[src/verilog/trs_io_pkg.sv]
package trs_io_pkg;

  // basic widths
  typedef logic [7:0]  byte_t;   // one bus or spi byte
  typedef logic [15:0] addr_t;   // cpu address
  typedef logic [23:0] rgb_t;    // red, green, blue

  // command codes kept from the esp protocol
  typedef enum logic [7:0] {
    get_cookie          = 8'd0,
    set_breakpoint      = 8'd6,
    clear_breakpoint    = 8'd7,
    enable_breakpoints  = 8'd11,
    disable_breakpoints = 8'd12,
    xray_resume         = 8'd13,
    set_full_addr       = 8'd14,
    get_version         = 8'd15,
    set_screen_color    = 8'd17,
    send_keyb           = 8'd19
  } opcode_t;

  localparam int MAX_PARAMS = 3;  // longest parameter list

  // one parsed command, params[0] is the first byte after the opcode
  typedef struct packed {
    opcode_t                    opcode;
    byte_t [MAX_PARAMS-1:0]     params;
  } cmd_frame_t;

  localparam byte_t COOKIE = 8'haf;  // identification reply

  // major in [7:5], minor in [4:0]
  localparam byte_t VERSION_BYTE = {3'd0, 5'd3};

  // parameter bytes that follow each opcode
  function automatic logic [1:0] cmd_param_count(opcode_t op);
    case (op)
      set_breakpoint,
      set_screen_color: cmd_param_count = 2'd3;
      send_keyb:        cmd_param_count = 2'd2;
      clear_breakpoint,
      set_full_addr:    cmd_param_count = 2'd1;
      default:          cmd_param_count = 2'd0;
    endcase
  endfunction

endpackage

[src/verilog/spi_byte_link.sv]
`timescale 1ns/100ps

module spi_byte_link (
  input  logic              clk,
  input  logic              rst,
  input  logic              sck,
  input  logic              cs_n,
  input  logic              mosi,
  output logic              miso,
  output logic              rx_valid,
  output trs_io_pkg::byte_t rx_byte,
  input  logic              tx_valid,
  input  trs_io_pkg::byte_t tx_byte,
  output logic              tx_ready
);
  import trs_io_pkg::*;

  logic [2:0] sck_sync;   // [1] synchronized, [2] one cycle older
  logic [2:0] cs_sync;
  logic [1:0] mosi_sync;
  logic       sck_rise;
  logic       sck_fall;
  logic       cs_active;
  logic       cs_fall;
  logic       load_tx;
  logic [2:0] bit_cnt;    // bits seen in current byte
  byte_t      rx_shift;
  byte_t      tx_shift;

  // two-flop synchronizers plus one stage for edge detect
  always_ff @(posedge clk) begin
    if (rst) begin
      sck_sync  <= 3'b000;
      cs_sync   <= 3'b111;  // deselected
      mosi_sync <= 2'b00;
    end else begin
      sck_sync  <= {sck_sync[1:0], sck};
      cs_sync   <= {cs_sync[1:0], cs_n};
      mosi_sync <= {mosi_sync[0], mosi};
    end
  end

  assign sck_rise  = (sck_sync[2:1] == 2'b01);
  assign sck_fall  = (sck_sync[2:1] == 2'b10);
  assign cs_active = ~cs_sync[1];
  assign cs_fall   = (cs_sync[2:1] == 2'b10);

  // fetch next reply at select and after every 8th bit
  assign load_tx  = cs_fall || (cs_active && sck_fall && bit_cnt == 3'd0);
  assign tx_ready = load_tx;

  // receive side, mode 0 so sample on rising sck
  always_ff @(posedge clk) begin
    if (rst) begin
      bit_cnt  <= 3'd0;
      rx_valid <= 1'b0;
    end else begin
      rx_valid <= cs_active && sck_rise && (bit_cnt == 3'd7);
      if (!cs_active)
        bit_cnt <= 3'd0;           // realign on every select
      else if (sck_rise)
        bit_cnt <= bit_cnt + 3'd1;
    end
  end

  always_ff @(posedge clk) begin
    if (cs_active && sck_rise)
      rx_shift <= {rx_shift[6:0], mosi_sync[1]};  // msb first
  end

  assign rx_byte = rx_shift;  // stable for a few cycles after rx_valid

  // transmit side, shift on falling sck
  always_ff @(posedge clk) begin
    if (load_tx)
      tx_shift <= tx_valid ? tx_byte : 8'h00;  // nothing queued, send zero
    else if (cs_active && sck_fall)
      tx_shift <= {tx_shift[6:0], 1'b0};
  end

  assign miso = cs_n ? 1'b0 : tx_shift[7];

  // one byte strobe per byte, never stretched
  rx_valid_single: assert property (@(posedge clk) disable iff (rst)
    rx_valid |=> !rx_valid);

endmodule

[src/verilog/cmd_framer.sv]
`timescale 1ns/100ps

module cmd_framer (
  input  logic                   clk,
  input  logic                   rst,
  input  logic                   rx_valid,
  input  trs_io_pkg::byte_t      rx_byte,
  output logic                   cmd_valid,
  output trs_io_pkg::cmd_frame_t cmd_frame,
  input  logic                   cmd_ready
);
  import trs_io_pkg::*;

  typedef enum logic {idle, read_params} state_t;

  state_t                 state;
  logic [1:0]             remaining;    // param bytes still expected
  logic [1:0]             idx;          // next param slot
  opcode_t                op_q;
  byte_t [MAX_PARAMS-1:0] params_q;
  byte_t [MAX_PARAMS-1:0] next_params;
  opcode_t                rx_op;
  logic [1:0]             rx_count;
  logic                   frame_done;
  cmd_frame_t             next_frame;

  // unknown codes are dropped before they open a frame
  function automatic logic is_kept(byte_t b);
    case (b)
      get_cookie, set_breakpoint, clear_breakpoint, enable_breakpoints,
      disable_breakpoints, xray_resume, set_full_addr, get_version,
      set_screen_color, send_keyb: is_kept = 1'b1;
      default:                     is_kept = 1'b0;
    endcase
  endfunction

  assign rx_op    = opcode_t'(rx_byte);
  assign rx_count = cmd_param_count(rx_op);

  always_comb begin
    next_params      = params_q;
    next_params[idx] = rx_byte;   // merge the byte in flight
    next_frame.opcode = (state == idle) ? rx_op : op_q;
    next_frame.params = (state == idle) ? '0 : next_params;
    frame_done = rx_valid &&
                 ((state == idle && is_kept(rx_byte) && rx_count == 2'd0) ||
                  (state == read_params && remaining == 2'd1));
  end

  always_ff @(posedge clk) begin
    if (rst) begin
      state     <= idle;
      remaining <= 2'd0;
      idx       <= 2'd0;
      cmd_valid <= 1'b0;
    end else begin
      if (cmd_valid && cmd_ready)
        cmd_valid <= 1'b0;
      if (frame_done)
        cmd_valid <= 1'b1;      // frame held until the queue takes it
      if (rx_valid) begin
        case (state)
          idle: if (is_kept(rx_byte) && rx_count != 2'd0) begin
            remaining <= rx_count;
            idx       <= 2'd0;
            state     <= read_params;
          end
          read_params: begin
            idx       <= idx + 2'd1;
            remaining <= remaining - 2'd1;
            if (remaining == 2'd1)
              state <= idle;     // last param byte
          end
          default: state <= idle;
        endcase
      end
    end
  end

  // payload side
  always_ff @(posedge clk) begin
    if (rx_valid && state == idle)
      op_q <= rx_op;
    if (rx_valid && state == read_params)
      params_q <= next_params;
    if (frame_done)
      cmd_frame <= next_frame;
  end

  // spi cannot stall, a held frame must drain before the next one completes
  no_frame_overwrite: assert property (@(posedge clk) disable iff (rst)
    frame_done |-> !(cmd_valid && !cmd_ready));

endmodule

[src/verilog/frame_queue.sv]
`timescale 1ns/100ps

module frame_queue #(
  parameter type payload_t = logic [7:0],
  parameter int  DEPTH     = 4
) (
  input  logic     clk,
  input  logic     rst,
  input  logic     in_valid,
  input  payload_t in_data,
  output logic     in_ready,
  output logic     out_valid,
  output payload_t out_data,
  input  logic     out_ready
);

  localparam int PTR_W = (DEPTH > 1) ? $clog2(DEPTH) : 1;

  payload_t         mem [DEPTH];
  logic [PTR_W-1:0] wr_ptr;
  logic [PTR_W-1:0] rd_ptr;
  logic [PTR_W:0]   count;   // entries held
  logic             push;
  logic             pop;

  assign in_ready  = (count != (PTR_W+1)'(DEPTH));
  assign out_valid = (count != '0);
  assign out_data  = mem[rd_ptr];   // head entry
  assign push      = in_valid && in_ready;
  assign pop       = out_valid && out_ready;

  always_ff @(posedge clk) begin
    if (rst) begin
      wr_ptr <= '0;
      rd_ptr <= '0;
      count  <= '0;
    end else begin
      if (push)
        wr_ptr <= (wr_ptr == PTR_W'(DEPTH-1)) ? '0 : wr_ptr + 1'b1;  // any depth
      if (pop)
        rd_ptr <= (rd_ptr == PTR_W'(DEPTH-1)) ? '0 : rd_ptr + 1'b1;
      if (push && !pop)
        count <= count + 1'b1;
      else if (pop && !push)
        count <= count - 1'b1;
    end
  end

  always_ff @(posedge clk) begin
    if (push)
      mem[wr_ptr] <= in_data;
  end

  count_in_range: assert property (@(posedge clk) disable iff (rst)
    count <= DEPTH);

  // producer keeps its offer until the push
  in_held: assert property (@(posedge clk) disable iff (rst)
    (in_valid && !in_ready) |=> in_valid && $stable(in_data));

endmodule

[src/verilog/cmd_executor.sv]
`timescale 1ns/100ps

module cmd_executor #(
  parameter int NUM_BP = 8
) (
  input  logic                      clk,
  input  logic                      rst,
  input  logic                      exe_valid,
  input  trs_io_pkg::cmd_frame_t    exe_frame,
  output logic                      exe_ready,
  output logic                      rep_valid,
  output trs_io_pkg::byte_t         rep_byte,
  input  logic                      rep_ready,
  output logic                      bp_set,
  output logic                      bp_clear,
  output logic                      bp_resume,
  output logic [$clog2(NUM_BP)-1:0] bp_slot,
  output trs_io_pkg::addr_t         bp_addr,
  output logic                      bp_arm,
  output logic                      key_pressed,
  output logic                      reset_req,
  output trs_io_pkg::rgb_t          screen_rgb,
  output logic                      full_addr
);
  import trs_io_pkg::*;

  localparam int SLOT_W = $clog2(NUM_BP);

  logic                   accept;
  opcode_t                op;
  byte_t [MAX_PARAMS-1:0] p;
  byte_t                  keyb [8];   // keyboard matrix, one byte per row
  logic                   any_key;

  assign op = exe_frame.opcode;
  assign p  = exe_frame.params;

  // stall the queue while the reply side is full
  assign exe_ready = rep_ready;
  assign accept    = exe_valid && exe_ready;

  // replies go out in the accept cycle
  assign rep_valid = accept && (op == get_cookie || op == get_version);
  assign rep_byte  = (op == get_version) ? VERSION_BYTE : COOKIE;

  // breakpoint table strobes
  assign bp_set    = accept && (op == set_breakpoint);
  assign bp_clear  = accept && (op == clear_breakpoint);
  assign bp_resume = accept && (op == xray_resume);
  assign bp_slot   = p[0][SLOT_W-1:0];
  assign bp_addr   = {p[2], p[1]};      // high byte last

  always_ff @(posedge clk) begin
    if (rst) begin
      keyb       <= '{default: 8'h00};
      screen_rgb <= '1;                  // white
      full_addr  <= 1'b0;
      bp_arm     <= 1'b0;
    end else if (accept) begin
      case (op)
        send_keyb:           keyb[p[0][2:0]] <= p[1];
        set_screen_color:    screen_rgb <= {p[0], p[1], p[2]};  // r, g, b
        set_full_addr:       full_addr <= (p[0] != 8'h00);
        enable_breakpoints:  bp_arm <= 1'b1;
        disable_breakpoints: bp_arm <= 1'b0;
        default: ;
      endcase
    end
  end

  // any key down in any row
  always_comb begin
    any_key = 1'b0;
    for (int r = 0; r < 8; r++)
      any_key = any_key | (|keyb[r]);
  end

  assign key_pressed = any_key;
  assign reset_req   = keyb[7][1];   // reset key sits in row 7

endmodule

[src/verilog/breakpoint_unit.sv]
`timescale 1ns/100ps

module breakpoint_unit #(
  parameter int NUM_BP = 8
) (
  input  logic                      clk,
  input  logic                      rst,
  input  logic                      bp_set,
  input  logic                      bp_clear,
  input  logic                      bp_resume,
  input  logic                      bp_arm,
  input  logic [$clog2(NUM_BP)-1:0] bp_slot,
  input  trs_io_pkg::addr_t         bp_addr,
  input  trs_io_pkg::addr_t         bus_addr,
  input  logic                      bus_rd,
  output logic                      halted,
  output logic [$clog2(NUM_BP)-1:0] halt_slot
);
  import trs_io_pkg::*;

  localparam int SLOT_W = $clog2(NUM_BP);

  addr_t             bp_tab [NUM_BP];   // watched addresses
  logic [NUM_BP-1:0] bp_active;
  logic [NUM_BP-1:0] hit;
  logic [SLOT_W-1:0] hit_slot;
  logic              rd_q;
  logic              rd_rise;

  assign rd_rise = bus_rd && !rd_q;   // new read cycle only

  // lowest matching slot wins
  always_comb begin
    hit_slot = '0;
    for (int i = NUM_BP - 1; i >= 0; i--) begin
      hit[i] = bp_active[i] && (bp_tab[i] == bus_addr);
      if (hit[i])
        hit_slot = SLOT_W'(i);
    end
  end

  always_ff @(posedge clk) begin
    if (rst) begin
      bp_active <= '0;
      rd_q      <= 1'b0;
      halted    <= 1'b0;
    end else begin
      rd_q <= bus_rd;
      if (bp_set)
        bp_active[bp_slot] <= 1'b1;
      else if (bp_clear)
        bp_active[bp_slot] <= 1'b0;
      if (bp_resume)
        halted <= 1'b0;                        // back to run
      else if (bp_arm && !halted && rd_rise && |hit)
        halted <= 1'b1;                        // stop state
    end
  end

  // table contents and stop slot
  always_ff @(posedge clk) begin
    if (bp_set)
      bp_tab[bp_slot] <= bp_addr;
    if (!rst && !bp_resume && bp_arm && !halted && rd_rise && |hit)
      halt_slot <= hit_slot;
  end

  // executor issues one table operation per cycle
  set_clear_exclusive: assert property (@(posedge clk) disable iff (rst)
    !(bp_set && bp_clear));

endmodule

[src/verilog/trs_io_ctrl.sv]
`timescale 1ns/100ps

module trs_io_ctrl #(
  parameter int NUM_BP      = 8,
  parameter int CMD_DEPTH   = 4,
  parameter int REPLY_DEPTH = 2
) (
  input  logic                      clk,
  input  logic                      rst,
  input  logic                      sck,
  input  logic                      cs_n,
  input  logic                      mosi,
  output logic                      miso,
  input  trs_io_pkg::addr_t         bus_addr,
  input  logic                      bus_rd,
  output logic                      halted,
  output logic [$clog2(NUM_BP)-1:0] halt_slot,
  output logic                      key_pressed,
  output logic                      reset_req,
  output trs_io_pkg::rgb_t          screen_rgb,
  output logic                      full_addr
);
  import trs_io_pkg::*;

  logic                      rx_valid;
  byte_t                     rx_byte;
  logic                      cmd_valid;   // framer -> command queue
  cmd_frame_t                cmd_frame;
  logic                      cmd_ready;
  logic                      exe_valid;   // command queue -> executor
  cmd_frame_t                exe_frame;
  logic                      exe_ready;
  logic                      rep_valid;   // executor -> reply queue
  byte_t                     rep_byte;
  logic                      rep_ready;
  logic                      tx_valid;    // reply queue -> spi
  byte_t                     tx_byte;
  logic                      tx_ready;
  logic                      bp_set;
  logic                      bp_clear;
  logic                      bp_resume;
  logic                      bp_arm;
  logic [$clog2(NUM_BP)-1:0] bp_slot;
  addr_t                     bp_addr;

  spi_byte_link u_spi_byte_link (
    .clk, .rst, .sck, .cs_n, .mosi, .miso,
    .rx_valid, .rx_byte, .tx_valid, .tx_byte, .tx_ready
  );

  cmd_framer u_cmd_framer (
    .clk, .rst, .rx_valid, .rx_byte, .cmd_valid, .cmd_frame, .cmd_ready
  );

  frame_queue #(.payload_t(cmd_frame_t), .DEPTH(CMD_DEPTH)) u_cmd_queue (
    .clk, .rst,
    .in_valid(cmd_valid), .in_data(cmd_frame), .in_ready(cmd_ready),
    .out_valid(exe_valid), .out_data(exe_frame), .out_ready(exe_ready)
  );

  cmd_executor #(.NUM_BP(NUM_BP)) u_cmd_executor (
    .clk, .rst, .exe_valid, .exe_frame, .exe_ready,
    .rep_valid, .rep_byte, .rep_ready,
    .bp_set, .bp_clear, .bp_resume, .bp_slot, .bp_addr, .bp_arm,
    .key_pressed, .reset_req, .screen_rgb, .full_addr
  );

  frame_queue #(.payload_t(byte_t), .DEPTH(REPLY_DEPTH)) u_reply_queue (
    .clk, .rst,
    .in_valid(rep_valid), .in_data(rep_byte), .in_ready(rep_ready),
    .out_valid(tx_valid), .out_data(tx_byte), .out_ready(tx_ready)
  );

  breakpoint_unit #(.NUM_BP(NUM_BP)) u_breakpoint_unit (
    .clk, .rst, .bp_set, .bp_clear, .bp_resume, .bp_arm, .bp_slot, .bp_addr,
    .bus_addr, .bus_rd, .halted, .halt_slot
  );

endmodule

[config.mk]
export PLATFORM = sky130hd
export DESIGN_NAME = trs_io_ctrl
export DESIGN_NICKNAME = d
export VERILOG_FILES = /design/src/verilog/trs_io_pkg.sv /design/src/verilog/spi_byte_link.sv /design/src/verilog/cmd_framer.sv /design/src/verilog/frame_queue.sv /design/src/verilog/cmd_executor.sv /design/src/verilog/breakpoint_unit.sv /design/src/verilog/trs_io_ctrl.sv
export SDC_FILE = /design/constraint.sdc
export NUM_CORES = 1
export LEC_CHECK = 0
export BUFFER_PORTS_ARGS = -buffer_cell sky130_fd_sc_hd__clkbuf_2
export CAP_MARGIN = 20
export CORE_ASPECT_RATIO = 0.8
export CORE_MARGIN = 10
export CORE_UTILIZATION = 40
export DETAILED_ROUTE_END_ITERATION = 8
export PLACE_DENSITY = 0.63
export SKIP_CTS_REPAIR_TIMING = 1
export SYNTH_ARGS = -nofsm -noshare
export SYNTH_HDL_FRONTEND = slang
export SYNTH_SLANG_ARGS = --single-unit
[constraint.sdc]
create_clock -name clk -period 2.8 [get_ports clk]
set_input_delay 0.56 -clock clk [delete_from_list [all_inputs] [get_ports clk]]
set_output_delay 0.56 -clock clk [all_outputs]
set_load 0.005 [all_outputs]
After elaboration in Yosys (flattened, before gate mapping) --
Memory sizes are Yosys's and may differ from the RTL's. A register that Yosys moved wholly into a read port is not among the register bits. Index checks and enable logic that the tools add are counted. Widths: inputs -> output; s select.
Operators by class: multiplexer cells 59, equal/unequal tests 32, add/sub/neg operators 11, magnitude comparators 6, reductions and logical operators 88, bitwise logic cells 13
Operators by type and width (count):
- $eq 16x16->1 | 8
- $mux 8 | 9
- $reduce_or 8->1 | 9
- $bwmux 64 | 1
- $eq 8x4->1 const B | 6
- $logic_and 1x1->1 | 43
- $eq 8x3->1 const B | 4
- $eq 8x5->1 const B | 4
- $bwmux 24 | 1
- $demux 8 s3 | 1
- $mux 1 | 22
- $mux 2 | 10
- $mux 3 | 6
- $demux 8 s2 | 1
- $reduce_bool 2->1 | 8
- $mux 5 | 2
- $reduce_and 2->1 | 5
- $reduce_or 2->1 | 5
- $add 2x1->2 const B | 4
- $and 8x8->8 | 1
- $eq 2x2->1 const B | 4
- $logic_not 1->1 | 8
- $logic_not 8->1 | 1
- $not 8->8 | 1
- 28 further kinds | 45
Storage, ports and cells: logic and storage cells 256, memory bits (writable) 272, output and inout port bits 32, ROM bits 64, bits of input ports 22, register bits after elaboration 212, memories 5
Memory list:
- u_breakpoint_unit.bp_tab | depth 8, width 16, rd ports 8, clocked after Yosys merged registers in 0, write ports 1, line breakpoint_unit.sv:23 | addr_t bp_tab [NUM_BP];
- u_cmd_queue.mem | depth 4, width 32, rd ports 1, clocked after Yosys merged registers in 1, write ports 1, line frame_queue.sv:19 | payload_t mem [DEPTH];
- (name not given) | depth 32, width 1, rd ports 1, clocked after Yosys merged registers in 1, write ports 0, line cmd_framer.sv:29 | case (b)
- (name not given) | depth 32, width 1, rd ports 1, clocked after Yosys merged registers in 1, write ports 0, line cmd_framer.sv:29
- u_reply_queue.mem | depth 2, width 8, rd ports 1, clocked after Yosys merged registers in 1, write ports 1, line frame_queue.sv:19

Logic depth before layout (Yosys ltp) --
Gate-level depths: netlist of run 1. An unclocked memory read counts as a cell.
depth in word-level cells 10, gate-level depth with buffers 11, mapped depth without buffers 9

By module --
Synthesis of run 1 repeated with hierarchy kept, for this count alone.
Unflattened totals: cell total of the unflattened synthesis 1366, area, all modules 19980.4 µm²
Modules (own cells, without submodules):
- breakpoint_unit | times used 1, seq. area each 4134.0 µm², area each 5977.0 µm², cells an instance 400
- frame_queue (u_cmd_queue) | times used 1, seq. area each 4023.9 µm², area each 5082.4 µm², cells an instance 215
- cmd_executor | times used 1, seq. area each 1801.7 µm², area each 4033.9 µm², cells an instance 424
- cmd_framer | times used 1, seq. area each 2042.0 µm², area each 3000.4 µm², cells an instance 195
- spi_byte_link | times used 1, seq. area each 720.7 µm², area each 1081.0 µm², cells an instance 83
- frame_queue (u_reply_queue) | times used 1, seq. area each 580.6 µm², area each 805.8 µm², cells an instance 49

Worst setup path after synthesis of run 1 --
Ideal clock, no wire load.
kind flip-flop to flip-flop, start register u_spi_byte_link.rx_shift[2], in the netlist u_spi_byte_link.rx_byte[2], end register u_cmd_framer.cmd_frame[0] (netlist name), stages on the path, launching flop included 8, slack -199 ps, period minus slack after synthesis 2999 ps, setup time 426 ps, buffers on the path 1, required time 2374 ps, arrival 2573 ps, cell sequence edfxtp_1 -> clkbuf_1 -> nand2_1 -> a211o_1 -> a21boi_0 -> nor3_1 -> a21oi_1 -> nor2b_1
On the way: word-level cells in the longest chain between the ends 7, elaborated cells on any way between the ends 12, those cells by class eq/ne (5); mux (1); reduce/logical (6)
RTL lines:
- start, declared | line spi_byte_link.sv:27 | byte_t rx_shift;
- start signal, assigned | line spi_byte_link.sv:68 | rx_shift <= {rx_shift[6:0], mosi_sync[1]};
- $eq 8x3->1, or another cell as far along | line trs_io_pkg.sv:37 | case (op)
- $reduce_or 2->1 | line trs_io_pkg.sv:37
- $pmux 2 s3 * | line trs_io_pkg.sv:37
- $logic_not 2->1 * | line cmd_framer.sv:46 | ((state == idle && is_kept(rx_byte) && rx_count == 2'd0) ||
- $logic_and 1x1->1 * | line cmd_framer.sv:46
- $logic_or 1x1->1 * | line cmd_framer.sv:46
- $logic_and 1x1->1 * | line cmd_framer.sv:45 | frame_done = rx_valid &&
- net u_cmd_framer.frame_done | line cmd_framer.sv:24 | logic frame_done;
Mark *: on every way through the listed nets, which the timed path passes. The rest lies on a longest branch. A chain may end at the register's enable or synchronous reset.

Final worst setup path of run 1 --
start register u_cmd_executor.keyb[36] (netlist bit), end output port key_pressed
On the way: word-level cells in the longest chain between the ends 6
RTL lines:
- start, declared | line cmd_executor.sv:32 | byte_t keyb [8];
- start signal, assigned by index | line cmd_executor.sv:61 | send_keyb: keyb[p[0][2:0]] <= p[1];
- $reduce_or 8->1 | line cmd_executor.sv:75 | any_key = any_key | (|keyb[r]);
- $or 1x1->1 (5 in a row) | line cmd_executor.sv:75
- end, declared | line trs_io_ctrl.sv:18 | output logic key_pressed,
No other way between the ends.

==> results.md, run 1 <==
* Outcome: finished, final reports clean
* Share of the core filled with cells at 46.9%
* Yosys reg bits at 474
* Die area at 55800 sq um
* Clock root cell: clkbuf_16
* Area after DPL at roughly 20000 sq um
* Peak VDD IR at about 460 uV
* Compound-Gate Fraction of Synth Area at 3.26%
* Final setup margin at around 0.12 ns
* Total Power at between 15000 and 20000 uW
* Syn Inst Count at 1288
* Xor-xnor portion of the synthesized cell area at 6.28%
* Vias in the first global route at 10500
* Worst setup endpoint: key_pressed
* Reg-to-reg slack, setup at 0.15 ns
* Max-slew headroom at 51.6%
* CP peak stage delay at 0.57 ns
* F_max at roughly 370 MHz
* Worst path cell trace: nor4_1, nand4_1, or4_1, clkbuf_2
* Final setup skew at ~0.019 ns
* CTS tree: yes
* Worst-Margin Slew at 0.724 ns
* Area added between synthesis and finish at 15.3%
* Die Span Y at 213 microns
* RSZ-0062 raised after global routing: no
* Crit. Startpoint: u_cmd_executor.keyb[36]
* Crit path depth at 4
* Hold slack at roughly 0.22 ns
* Initial core utilization at a little over 40%
* Crit path max-delay family: simple AND/OR/NAND/NOR gates
* Final setup violating endpoints at 0
* Worst Setup Path Type: flip-flop to primary output
* Cell area after synthesis at around 19000 sq um
* Routed Antenna Nets at 0
* First-pass GRT wire length at 63500 microns
* Largest family of logic cells by synthesized area: simple AND/OR/NAND/NOR gates
* All-Layer GR Usage at approximately 15%
* Ant diodes at 0
* Max Cap Viol at 0
* Initial antenna violation count at 0
* Distinct cells, synth at 60
* Clk_lat worst skew at 0.56 ns
* Mux contribution to synthesized area at 8.58%
* Final-report max-slew violation count at 0
* R2R depth at 8
* Pre-CTS setup slack at around 0.094 ns
* CTS sink cnt at roughly 470
* Power Dens Cells at 747 nW/um^2
* Share of the synthesized area in the top cell type at 54.8%
* Via Count at approximately 10000
* Adder-Cell Fraction of Synth Area at 1.04%
* Synth area leaders: edfxtp_1 55%, dfxtp_1 14%, xor2_1 3.9%, mux4_2 3.5%, mux2i_1 3.2%
* Number of synthesized flops with an enable pin at between 300 and 400
* Max clock buf depth at 3
* Ys Warns at 0
* GP Congestion at 0.871
* Post-synthesis area per instance at 14.5 sq um
* FFs w/ async S/R, synth at 0%
* Synth area leader: edfxtp_1
* DP HPWL at 26900 microns
* Tcrit/Tclk final at a little over nine tenths
* Core area at 46000 sq um
* WP buf/inv at 1
* Clock buffer count from CTS at 45
* Commonest non-fill, non-tap cell in the layout: edfxtp_1
* Final hold vios at 0
* Worst endpoint required time at about 2.2 ns
* Routed vias/inst at 5.15
* Synth Area in Simple Gates at 10.0%
* Critical Path Sink Type: primary output
* H-tree depth at 2
* Die width at 262 microns
* Worst EP arrival at 2.12 ns
* Final nets at 1418
* Ratio of cells with drive above 1 in the final layout at 18.0%
* Drt drc at 0
* R2r endpoint: u_reply_queue.count[1]
* TritonRoute pass-1 iters at 5
* Total routed wirelength at 41500 microns
* Row cnt at 70
* Min cycle time layout at 2.68 ns
* Most frequent cells in the layout: 341 x edfxtp_1, 132 x dfxtp_1, 93 x nor2_1
* Global route total overflow at 0
* Slowest cell on crit path: or4_1
* Hold_sp: cs_n
* Reg-to-reg startpoint: u_cmd_queue.mem[1][29]
* Port bufs at 53
* Worst-path clk slew at 0.07 ns
* CP max FO at 2
* DR iter-0 viols at between 900 and 1000
* Largest net degree at the start of global routing at 91
* Wire per inst at around 20 microns
* IO Pins at 54
* Final Instance Area at approximately 22000 sq um
* Hold Path Class: primary input to flip-flop
* Crit path launch type: flip-flop
* Mapped Nets at 1325
* Leakage at 0.00726 uW
* Top FF cell, synth: edfxtp_1
* Sequential share of the synthesized area at about 69%
[worst min-delay path by stage]
stage / endpoint / slack, ns / cells past startpoint
2_1_floorplan: u_spi_byte_link.cs_sync[1] / 0.39 / 1
3_3_place_gp: u_spi_byte_link.cs_sync[1] / 0.40 / 1
3_5_place_dp: u_spi_byte_link.cs_sync[1] / 0.40 / 1
4_1_cts: u_spi_byte_link.cs_sync[0] / 0.20 / 2
5_1_grt: u_spi_byte_link.mosi_sync[0] / 0.22 / 2
6_report: u_spi_byte_link.cs_sync[0] / 0.22 / 2
[final cells by class]
cell class	count	area, sq um
well taps	612	766
inverters	17	63.8
multi-input cells	731	5480
repair buffers	112	868
flip-flops and latches	474	12900
clock inverters	19	166
clock buffers	64	1310
fillers	4000	24400
[state kept, by name, summed over array words and instances, names as in the netlist, 8 cells and up, named ones only]
signal                     cells
u_breakpoint_unit.bp_tab     128
u_spi_byte_link.rx_byte        8
u_cmd_queue.mem              128
u_cmd_framer.params_q         24
u_cmd_framer.cmd_frame        32
u_spi_byte_link.tx_shift       8
u_cmd_framer.op_q              8
u_cmd_executor.keyb           63
u_cmd_executor.screen_rgb     24
[cells in the mapped netlist (2+ instances only)]
library cell and instances:
edfxtp_1 341, dfxtp_1 133, nor2_1 93, xor2_1 84
nand2_1 83, mux2i_1 59, clkbuf_1 54, xnor2_1 50
nor4_1 36, and2_1 33, mux2_2 32, nand3_1 30
mux4_2 29, o21ai_0 27, a21oi_1 26, nand4_1 19
o21a_1 18, inv_1 16, ha_1 14, nor2b_1 14
nor3_1 14, or3_1 10, buf_2 7, nor2_4 6
or2_2 5, a211oi_1 4, a21o_1 4, and3_1 3
buf_1 3, nand2b_1 3, nand3b_1 3, a31oi_1 2
and4b_1 2, buf_4 2, o21bai_1 2, o2bb2ai_1 2
or4_1 2
[cell families after synthesis]
kind of cell	Yosys count
DFF	474
and+or+nand+nor	365
AOI/OAI and AO/OA	97
buffers and inverters	83
muxes	120
xor gates and xnor gates	134
adders and majority gates	15
[metal layers]
metal  GRT usage, %  part of all wire [%]  vias to the layer above
met5              0                     0                        -
met4           3.84                   1.9                        0
met3           2.87                   6.5                       60
met2           22.4                    44                      290
met1           21.7                    48                     5221
li1               -                     -                     4885
[per-stage QoR]
stage / setup TNS, ns / cells
floorplan: -21.86 / 1288
global placement: 0 / 1943
finish: 0 / 2029
global route: 0 / 2029
detailed placement: 0 / 1943
CTS: 0 / 2026
[where the power goes]
| group | total [uW] | internal, uW | leakage (uW) | switching (uW) |
|---|---|---|---|---|
| Combinational | 2130 | 719 | 0.00241 | 1410 |
| Clock | 6100 | 3540 | 0.000716 | 2560 |
| Sequential | 7870 | 7780 | 0.00413 | 97.6 |
Power figures use the tool's default switching activity.
==> inputs of run 2 (changes only) <==
--- a/config.mk
+++ b/config.mk
@@ -11,7 +11,7 @@
 export CORE_MARGIN = 10
 export CORE_UTILIZATION = 40
 export DETAILED_ROUTE_END_ITERATION = 8
-export PLACE_DENSITY = 0.63
+export PLACE_DENSITY = 0.61
 export SKIP_CTS_REPAIR_TIMING = 1
 export SYNTH_ARGS = -nofsm -noshare
 export SYNTH_HDL_FRONTEND = slang
==> constraint.sdc (replaced) <==
create_clock -name clk -period 2.61 [get_ports clk]
set_input_delay 0.522 -clock clk [delete_from_list [all_inputs] [get_ports clk]]
set_output_delay 0.522 -clock clk [all_outputs]
set_load 0.005 [all_outputs]
==> run 2 against run 1 <==
Cell area grew 2.8%. Core utilization increased by 1.3 points. Wire length up 3.8%. Hold slack got worse by 0.062 ns.
==> results.md, run 2 (synthesis gave the netlist of run 1 again) <==
* Area added between synthesis and finish at 18.6% (was 15.3%)
* Via Count at 10800 (was 10500)
* Outcome: finished, final reports clean (unchanged)
* Hold slack at 0.159 ns (was 0.221 ns)
* Max Cap Viol at 0 (unchanged)
* Clk_lat worst skew at 0.57 ns (was 0.56 ns)
* Min cycle time layout at ~2.6 ns
* Vias in the first global route at 10900 (was 10500)
* Final hold vios at 0 (unchanged)
* Hold_sp: sck (was cs_n)
* CP max FO at 8 (was 2)
* Ratio of cells with drive above 1 in the final layout at 22.1% (was 18.0%)
* Leakage at 0.00759 uW (was 0.00726 uW)
* Crit. Startpoint: u_cmd_queue.mem[0][29] (was u_cmd_executor.keyb[36])
* Worst Setup Path Type: flip-flop to flip-flop (was flip-flop to primary output)
* H-tree depth at 2 (unchanged)
* Die width at 262 microns (unchanged)
* Hold Path Class: primary input to flip-flop (unchanged)
* Final setup violating endpoints at 0 (unchanged)
* Clock root cell: clkbuf_16 (unchanged)
* Fin Setup TNS at 0 ns (unchanged)
* Power Dens Cells at 804 nW/um^2 (was 747 nW/um^2)
* Wire per inst at 20.8 microns (was 20.5 microns)
* Hold path cells at 2 (unchanged)
* Port bufs at 53 (unchanged)
* GP Congestion at 0.762 (was 0.871)
* CTS sink cnt at 474 (unchanged)
* Drt drc at 0 (unchanged)
* Total routed wirelength at 43100 microns (was 41500 microns)
* Worst-Margin Slew at 1.02 ns (was 0.724 ns)
* Commonest non-fill, non-tap cell in the layout: edfxtp_1 (unchanged)
* Pre-CTS setup slack at -0.0982 ns (was 0.0937 ns)
* Final-report max-slew violation count at 0 (unchanged)
* Worst EP arrival at 2.98 ns (was 2.12 ns)
* Largest regs: u_breakpoint_unit.bp_tab (128), u_cmd_queue.mem (128), u_cmd_executor.keyb (63) (unchanged)
* DR iter-0 viols at 983 (was 964)
* Clock buffer count from CTS at 47 (was 45)
* Reg-to-reg slack, setup at 0.04 ns (was 0.15 ns)
* Area after DPL at 20400 sq um (was 20000 sq um)
* TritonRoute pass-1 iters at 5 (unchanged)
* Tcrit/Tclk final at 98.3%
* All-Layer GR Usage at 15.5% (was 14.9%)
* Die area at 55800 sq um (unchanged)
* F_max at 390 MHz
* Routed Antenna Nets at 0 (unchanged)
* Global route total overflow at 0 (unchanged)
* Max-slew headroom at 32.0% (was 51.6%)
* Largest net degree at the start of global routing at 91 (unchanged)
* Ant diodes at 0 (unchanged)
* DP HPWL at 27500 microns (was 26900 microns)
* Worst-path clk slew at 0.06 ns (was 0.07 ns)
* CTS tree: yes (unchanged)
* Peak VDD IR at 481 uV (was 458 uV)
* Crit path launch type: flip-flop (unchanged)
* Initial core utilization at 40.6% (unchanged)
* Initial antenna violation count at 1 (was 0)
* Routed vias/inst at 5.19 (was 5.15)
* IO Pins at 54 (unchanged)
* Worst endpoint required time at 3.02 ns (was 2.24 ns)
* R2R depth at 9 (was 8)
* Final nets at 1465 (was 1418)
* Final setup margin at 0.0437 ns (was 0.117 ns)
* Final setup skew at 0.0247 ns (was 0.0191 ns)
* First-pass GRT wire length at 66300 microns (was 63500 microns)
* Die Span Y at 213 microns (unchanged)
* RSZ-0062 raised after global routing: yes (was no)
* Critical Path Sink Type: flip-flop (was primary output)
* Row cnt at 70 (unchanged)
* Core area at 46000 sq um (unchanged)
* Max clock buf depth at 3 (unchanged)
* Most frequent cells in the layout: 341 x edfxtp_1, 132 x dfxtp_1, 93 x nor2_1 (unchanged)
* Reg-to-reg startpoint: u_cmd_queue.mem[0][29] (was u_cmd_queue.mem[1][29])
* Final Instance Area at 22200 sq um (was 21600 sq um)
-- run 2: cell count changes in the layout (fill, tap and decap cells not counted), moves of 5 or more --
cell,delta
clkbuf_16,+5
nor4_2,+6
buf_4,+41
nor4_1,-7
buf_12,+6
clkinv_1,-10
clkbuf_8,+6
-- run 2: power breakdown --
group | switching [uW] | internal (uW)
clock network | 2890 | 4030
registers | 78.0 | 8340
logic | 1600 | 886
total | 4570 | 13300
-- run 2: final cells by class --
class,instances,area [sq um]
clock buffer,75,1520
clock inverter,12,103
fill,3948,23800
inverter,17,63.8
multi-input combinational,731,5540
sequential,474,12900
tap,612,766
timing repair buffer,157,1270
-- run 2: stage by stage --
stage | total power [uW] | instances | utilization, %
detailed placement | 11100 | 1982 | 44.4
global placement | 11100 | 1982 | 44.4
floorplan | 9980 | 1288 | -
global route | 18500 | 2078 | 48.2
CTS | 18000 | 2069 | 47.9
finish | 17800 | 2078 | 48.2
-- run 2: per-layer routing --
layer / track usage (%) / share of wire (%) / routed length (microns) / vias to the layer above
li1: - / - / - / 4970
met1: 22.9 / 49 / 21000 / 5488
met2: 23.5 / 44 / 19000 / 278
met3: 2.69 / 6.1 / 2630 / 50
met4: 2.95 / 1.3 / 565 / 0
met5: 0 / 0 / 0 / -
-- run 2: final timing paths --
kind | to
max | u_cmd_executor.keyb[29]
min | u_spi_byte_link.sck_sync[0]
max reg2reg | u_cmd_executor.keyb[29]
min reg2reg | u_spi_byte_link.cs_sync[1]
-- run 2: critical path, stage by stage, from the launching register on --
cell and delay, ns:
edfxtp_1 0.35, or3_1 0.38, mux4_2 0.53, nor4_4 0.32, nand2_4 0.13, buf_4 0.19
nor2_4 0.10, buf_12 0.15, mux2i_1 0.19, nor2_1 0.05
==> inputs of run 3 (changes only) <==
--- a/config.mk
+++ b/config.mk
@@ -7,7 +7,7 @@
 export LEC_CHECK = 0
 export BUFFER_PORTS_ARGS = -buffer_cell sky130_fd_sc_hd__clkbuf_2
 export CAP_MARGIN = 20
-export CORE_ASPECT_RATIO = 0.8
+export CORE_ASPECT_RATIO = 0.6
 export CORE_MARGIN = 10
 export CORE_UTILIZATION = 40
 export DETAILED_ROUTE_END_ITERATION = 8
==> run 3 against run 2 <==
Core utilization fell by 0.50 points. Total power decreased by 4.7%. Clock power shrank 12%. Die area grew 0.41%.
==> results.md, run 3 (synthesis gave the netlist of run 1 again) <==
* Final nets at 1473 (was 1465)
* Share of the core filled with cells at 47.7% (was 48.2%)
* Max-slew headroom at 43.0% (was 32.0%)
* Routed vias/inst at 5.16 (was 5.19)
* Largest net degree at the start of global routing at 43 (was 91)
* DP HPWL at 29400 microns (was 27500 microns)
* Hold path cells at 2 (unchanged)
* IO Pins at 54 (unchanged)
* Max clock buf depth at 3 (unchanged)
* Clock buffer count from CTS at 43 (was 47)
* Worst endpoint required time at 3.04 ns (was 3.02 ns)
* Row cnt at 61 (was 70)
* Routed Antenna Nets at 0 (unchanged)
* R2r endpoint: u_cmd_executor.keyb[61] (was u_cmd_executor.keyb[29])
* Hold EP: u_spi_byte_link.cs_sync[0] (was u_spi_byte_link.sck_sync[0])
* Clk_lat worst skew at 0.57 ns (about the same)
* Final setup violating endpoints at 0 (unchanged)
* Total routed wirelength at 43900 microns (was 43100 microns)
* Commonest non-fill, non-tap cell in the layout: edfxtp_1 (unchanged)
* First-pass GRT wire length at 66200 microns (was 66300 microns)
* Vias in the first global route at 10600 (was 10900)
* Worst EP arrival at 3.02 ns (was 2.98 ns)
* Tcrit/Tclk final at 99.3% (was 98.3%)
* Initial antenna violation count at 1 (unchanged)
* Die area at 56100 sq um (was 55800 sq um)
* M2 GR Usage at 20.6% (was 23.5%)
* DR iter-0 viols at 1006 (was 983)
* Worst-path clk slew at 0.06 ns (about the same)
* Port bufs at 53 (unchanged)
* H-tree depth at 2 (unchanged)
* CP peak stage delay at 0.56 ns (was 0.53 ns)
* Wire per inst at 20.9 microns (was 20.8 microns)
* GP Congestion at 0.851 (was 0.762)
* M3 GR Usage at 3.47% (was 2.69%)
* Max Cap Viol at 0 (unchanged)
* Final setup skew at 0.0314 ns (was 0.0247 ns)
* Outcome: finished, final reports clean (unchanged)
* Ant diodes at 0 (unchanged)
* F_max at 386 MHz (was 390 MHz)
* Die Span Y at 187 microns (was 213 microns)
* Reg-to-reg slack, setup at 0.02 ns (was 0.04 ns)
* Clock root cell: clkbuf_16 (unchanged)
* Ratio of cells with drive above 1 in the final layout at 22.4% (was 22.1%)
* Final-report max-slew violation count at 0 (unchanged)
* R2R depth at 9 (unchanged)
* CP max FO at 8 (unchanged)
* Worst Setup Path Type: flip-flop to flip-flop (unchanged)
* Initial core utilization at 40.4% (was 40.6%)
* CTS tree: yes (unchanged)
* Peak VDD IR at 442 uV (was 481 uV)
* Hold_sp: cs_n (was sck)
* Slowest cell on crit path: mux4_2 (unchanged)
* Crit path launch type: flip-flop (unchanged)
* Min cycle time layout at 2.59 ns (was 2.57 ns)
* All-Layer GR Usage at 15.3% (was 15.5%)
* Leakage at 0.00751 uW (was 0.00759 uW)
* Area added between synthesis and finish at 18.1% (was 18.6%)
* Die width at 299 microns (was 262 microns)
* Worst-Margin Slew at 0.852 ns (was 1.02 ns)
* Via Count at 10800 (about the same)
* Final hold vios at 0 (unchanged)
* Hold Path Class: primary input to flip-flop (unchanged)
* Routing usage on met1 at 24.1% (was 22.9%)
* Fin Setup TNS at 0 ns (unchanged)
* GRT busiest layer: met1 (was met2)
* Largest regs: u_breakpoint_unit.bp_tab (128), u_cmd_queue.mem (128), u_cmd_executor.keyb (63) (unchanged)
* CTS sink cnt at 474 (unchanged)
* Power Dens Cells at 770 nW/um^2 (was 804 nW/um^2)
* Global route total overflow at 0 (unchanged)
* RSZ-0062 raised after global routing: yes (unchanged)
* TritonRoute pass-1 iters at 5 (unchanged)
* Core area at 46300 sq um (was 46000 sq um)
* Most frequent cells in the layout: 341 x edfxtp_1, 132 x dfxtp_1, 97 x buf_4 (was 341 x edfxtp_1, 132 x dfxtp_1, 93 x nor2_1)
* Worst path cell trace: or3_1, mux4_2, nor4_4, nand2_4, buf_4, nor2_4, buf_12, mux2i_2, nor2_1 (was or3_1, mux4_2, nor4_4, nand2_4, buf_4, nor2_4, buf_12, mux2i_1, nor2_1)
* Reg-to-reg startpoint: u_cmd_queue.mem[3][31] (was u_cmd_queue.mem[0][29])
* Drt drc at 0 (unchanged)
* Critical Path Sink Type: flip-flop (unchanged)
==> run 3: cell types whose count changed in the layout (fill, tap and decap cells not counted), moves of 2 or more <==
cell	previous run	this run
clkbuf_16	54	45
nor4_2	7	9
clkbuf_8	9	1
buf_4	87	97
clkinv_1	2	10
nor4_1	28	26
==> run 3: power breakdown <==
| part | internal [uW] | switching (uW) | leakage, uW |
|---|---|---|---|
| clock network | 3310 | 2770 | 0.000647 |
| logic | 905 | 1600 | 0.00273 |
| registers | 8340 | 79.9 | 0.00413 |
| total | 12600 | 4450 | 0.00751 |
==> run 3: how the worst max path moves through the flow <==
stage	depth (start not counted)	slack, ns	endpoint	startpoint
after floorplan	6	-0.27	u_breakpoint_unit.bp_tab[7][0]	flip-flop
after global placement	9	-0.31	u_breakpoint_unit.halt_slot[2]	bus_addr[3]
after detailed placement	9	-0.29	u_breakpoint_unit.halt_slot[2]	bus_addr[3]
after CTS	4	-0.08	key_pressed	u_cmd_executor.keyb[36]
after global routing	9	-0.09	u_cmd_executor.keyb[11]	u_cmd_queue.mem[2][31]
final	9	0.02	u_cmd_executor.keyb[61]	u_cmd_queue.mem[3][31]
==> run 3: metal layers <==
layer | routed length, microns | vias up
met4 | 689 | 2
met1 | 22400 | 5478
met2 | 17900 | 284
met5 | 10 | -
met3 | 2930 | 62
li1 | - | 5007
==> run 3: cell type report <==
cell class,instances,area [sq um]
clock inverter,22,148
timing repair buffer,169,1380
sequential,474,12900
multi-input combinational,731,5600
inverter,17,63.8
clock buffer,58,1180
fill,4032,24200
tap,630,788
==> run 3: critical path, delay by kind of cell (launching register included) <==
| family | cells | cell delay [ns] |
|---|---|---|
| simple gates | 5 | 1.00 |
| mux | 2 | 0.78 |
| flops | 1 | 0.36 |
| buf+inv | 2 | 0.32 |
==> run 3: through the flow <==
step	area (sq um)	setup WS, ns	instances	power, uW	hold WS, ns
2_1_floorplan	18700	-0.275	1288	9980	0.389
3_3_place_gp	20500	-0.305	2015	11100	0.394
4_1_cts	21900	-0.0782	2095	17100	0.137
3_5_place_dp	20500	-0.288	2015	11100	0.397
6_report	22100	0.0192	2101	17000	0.166
5_1_grt	22100	-0.0876	2101	17600	0.157
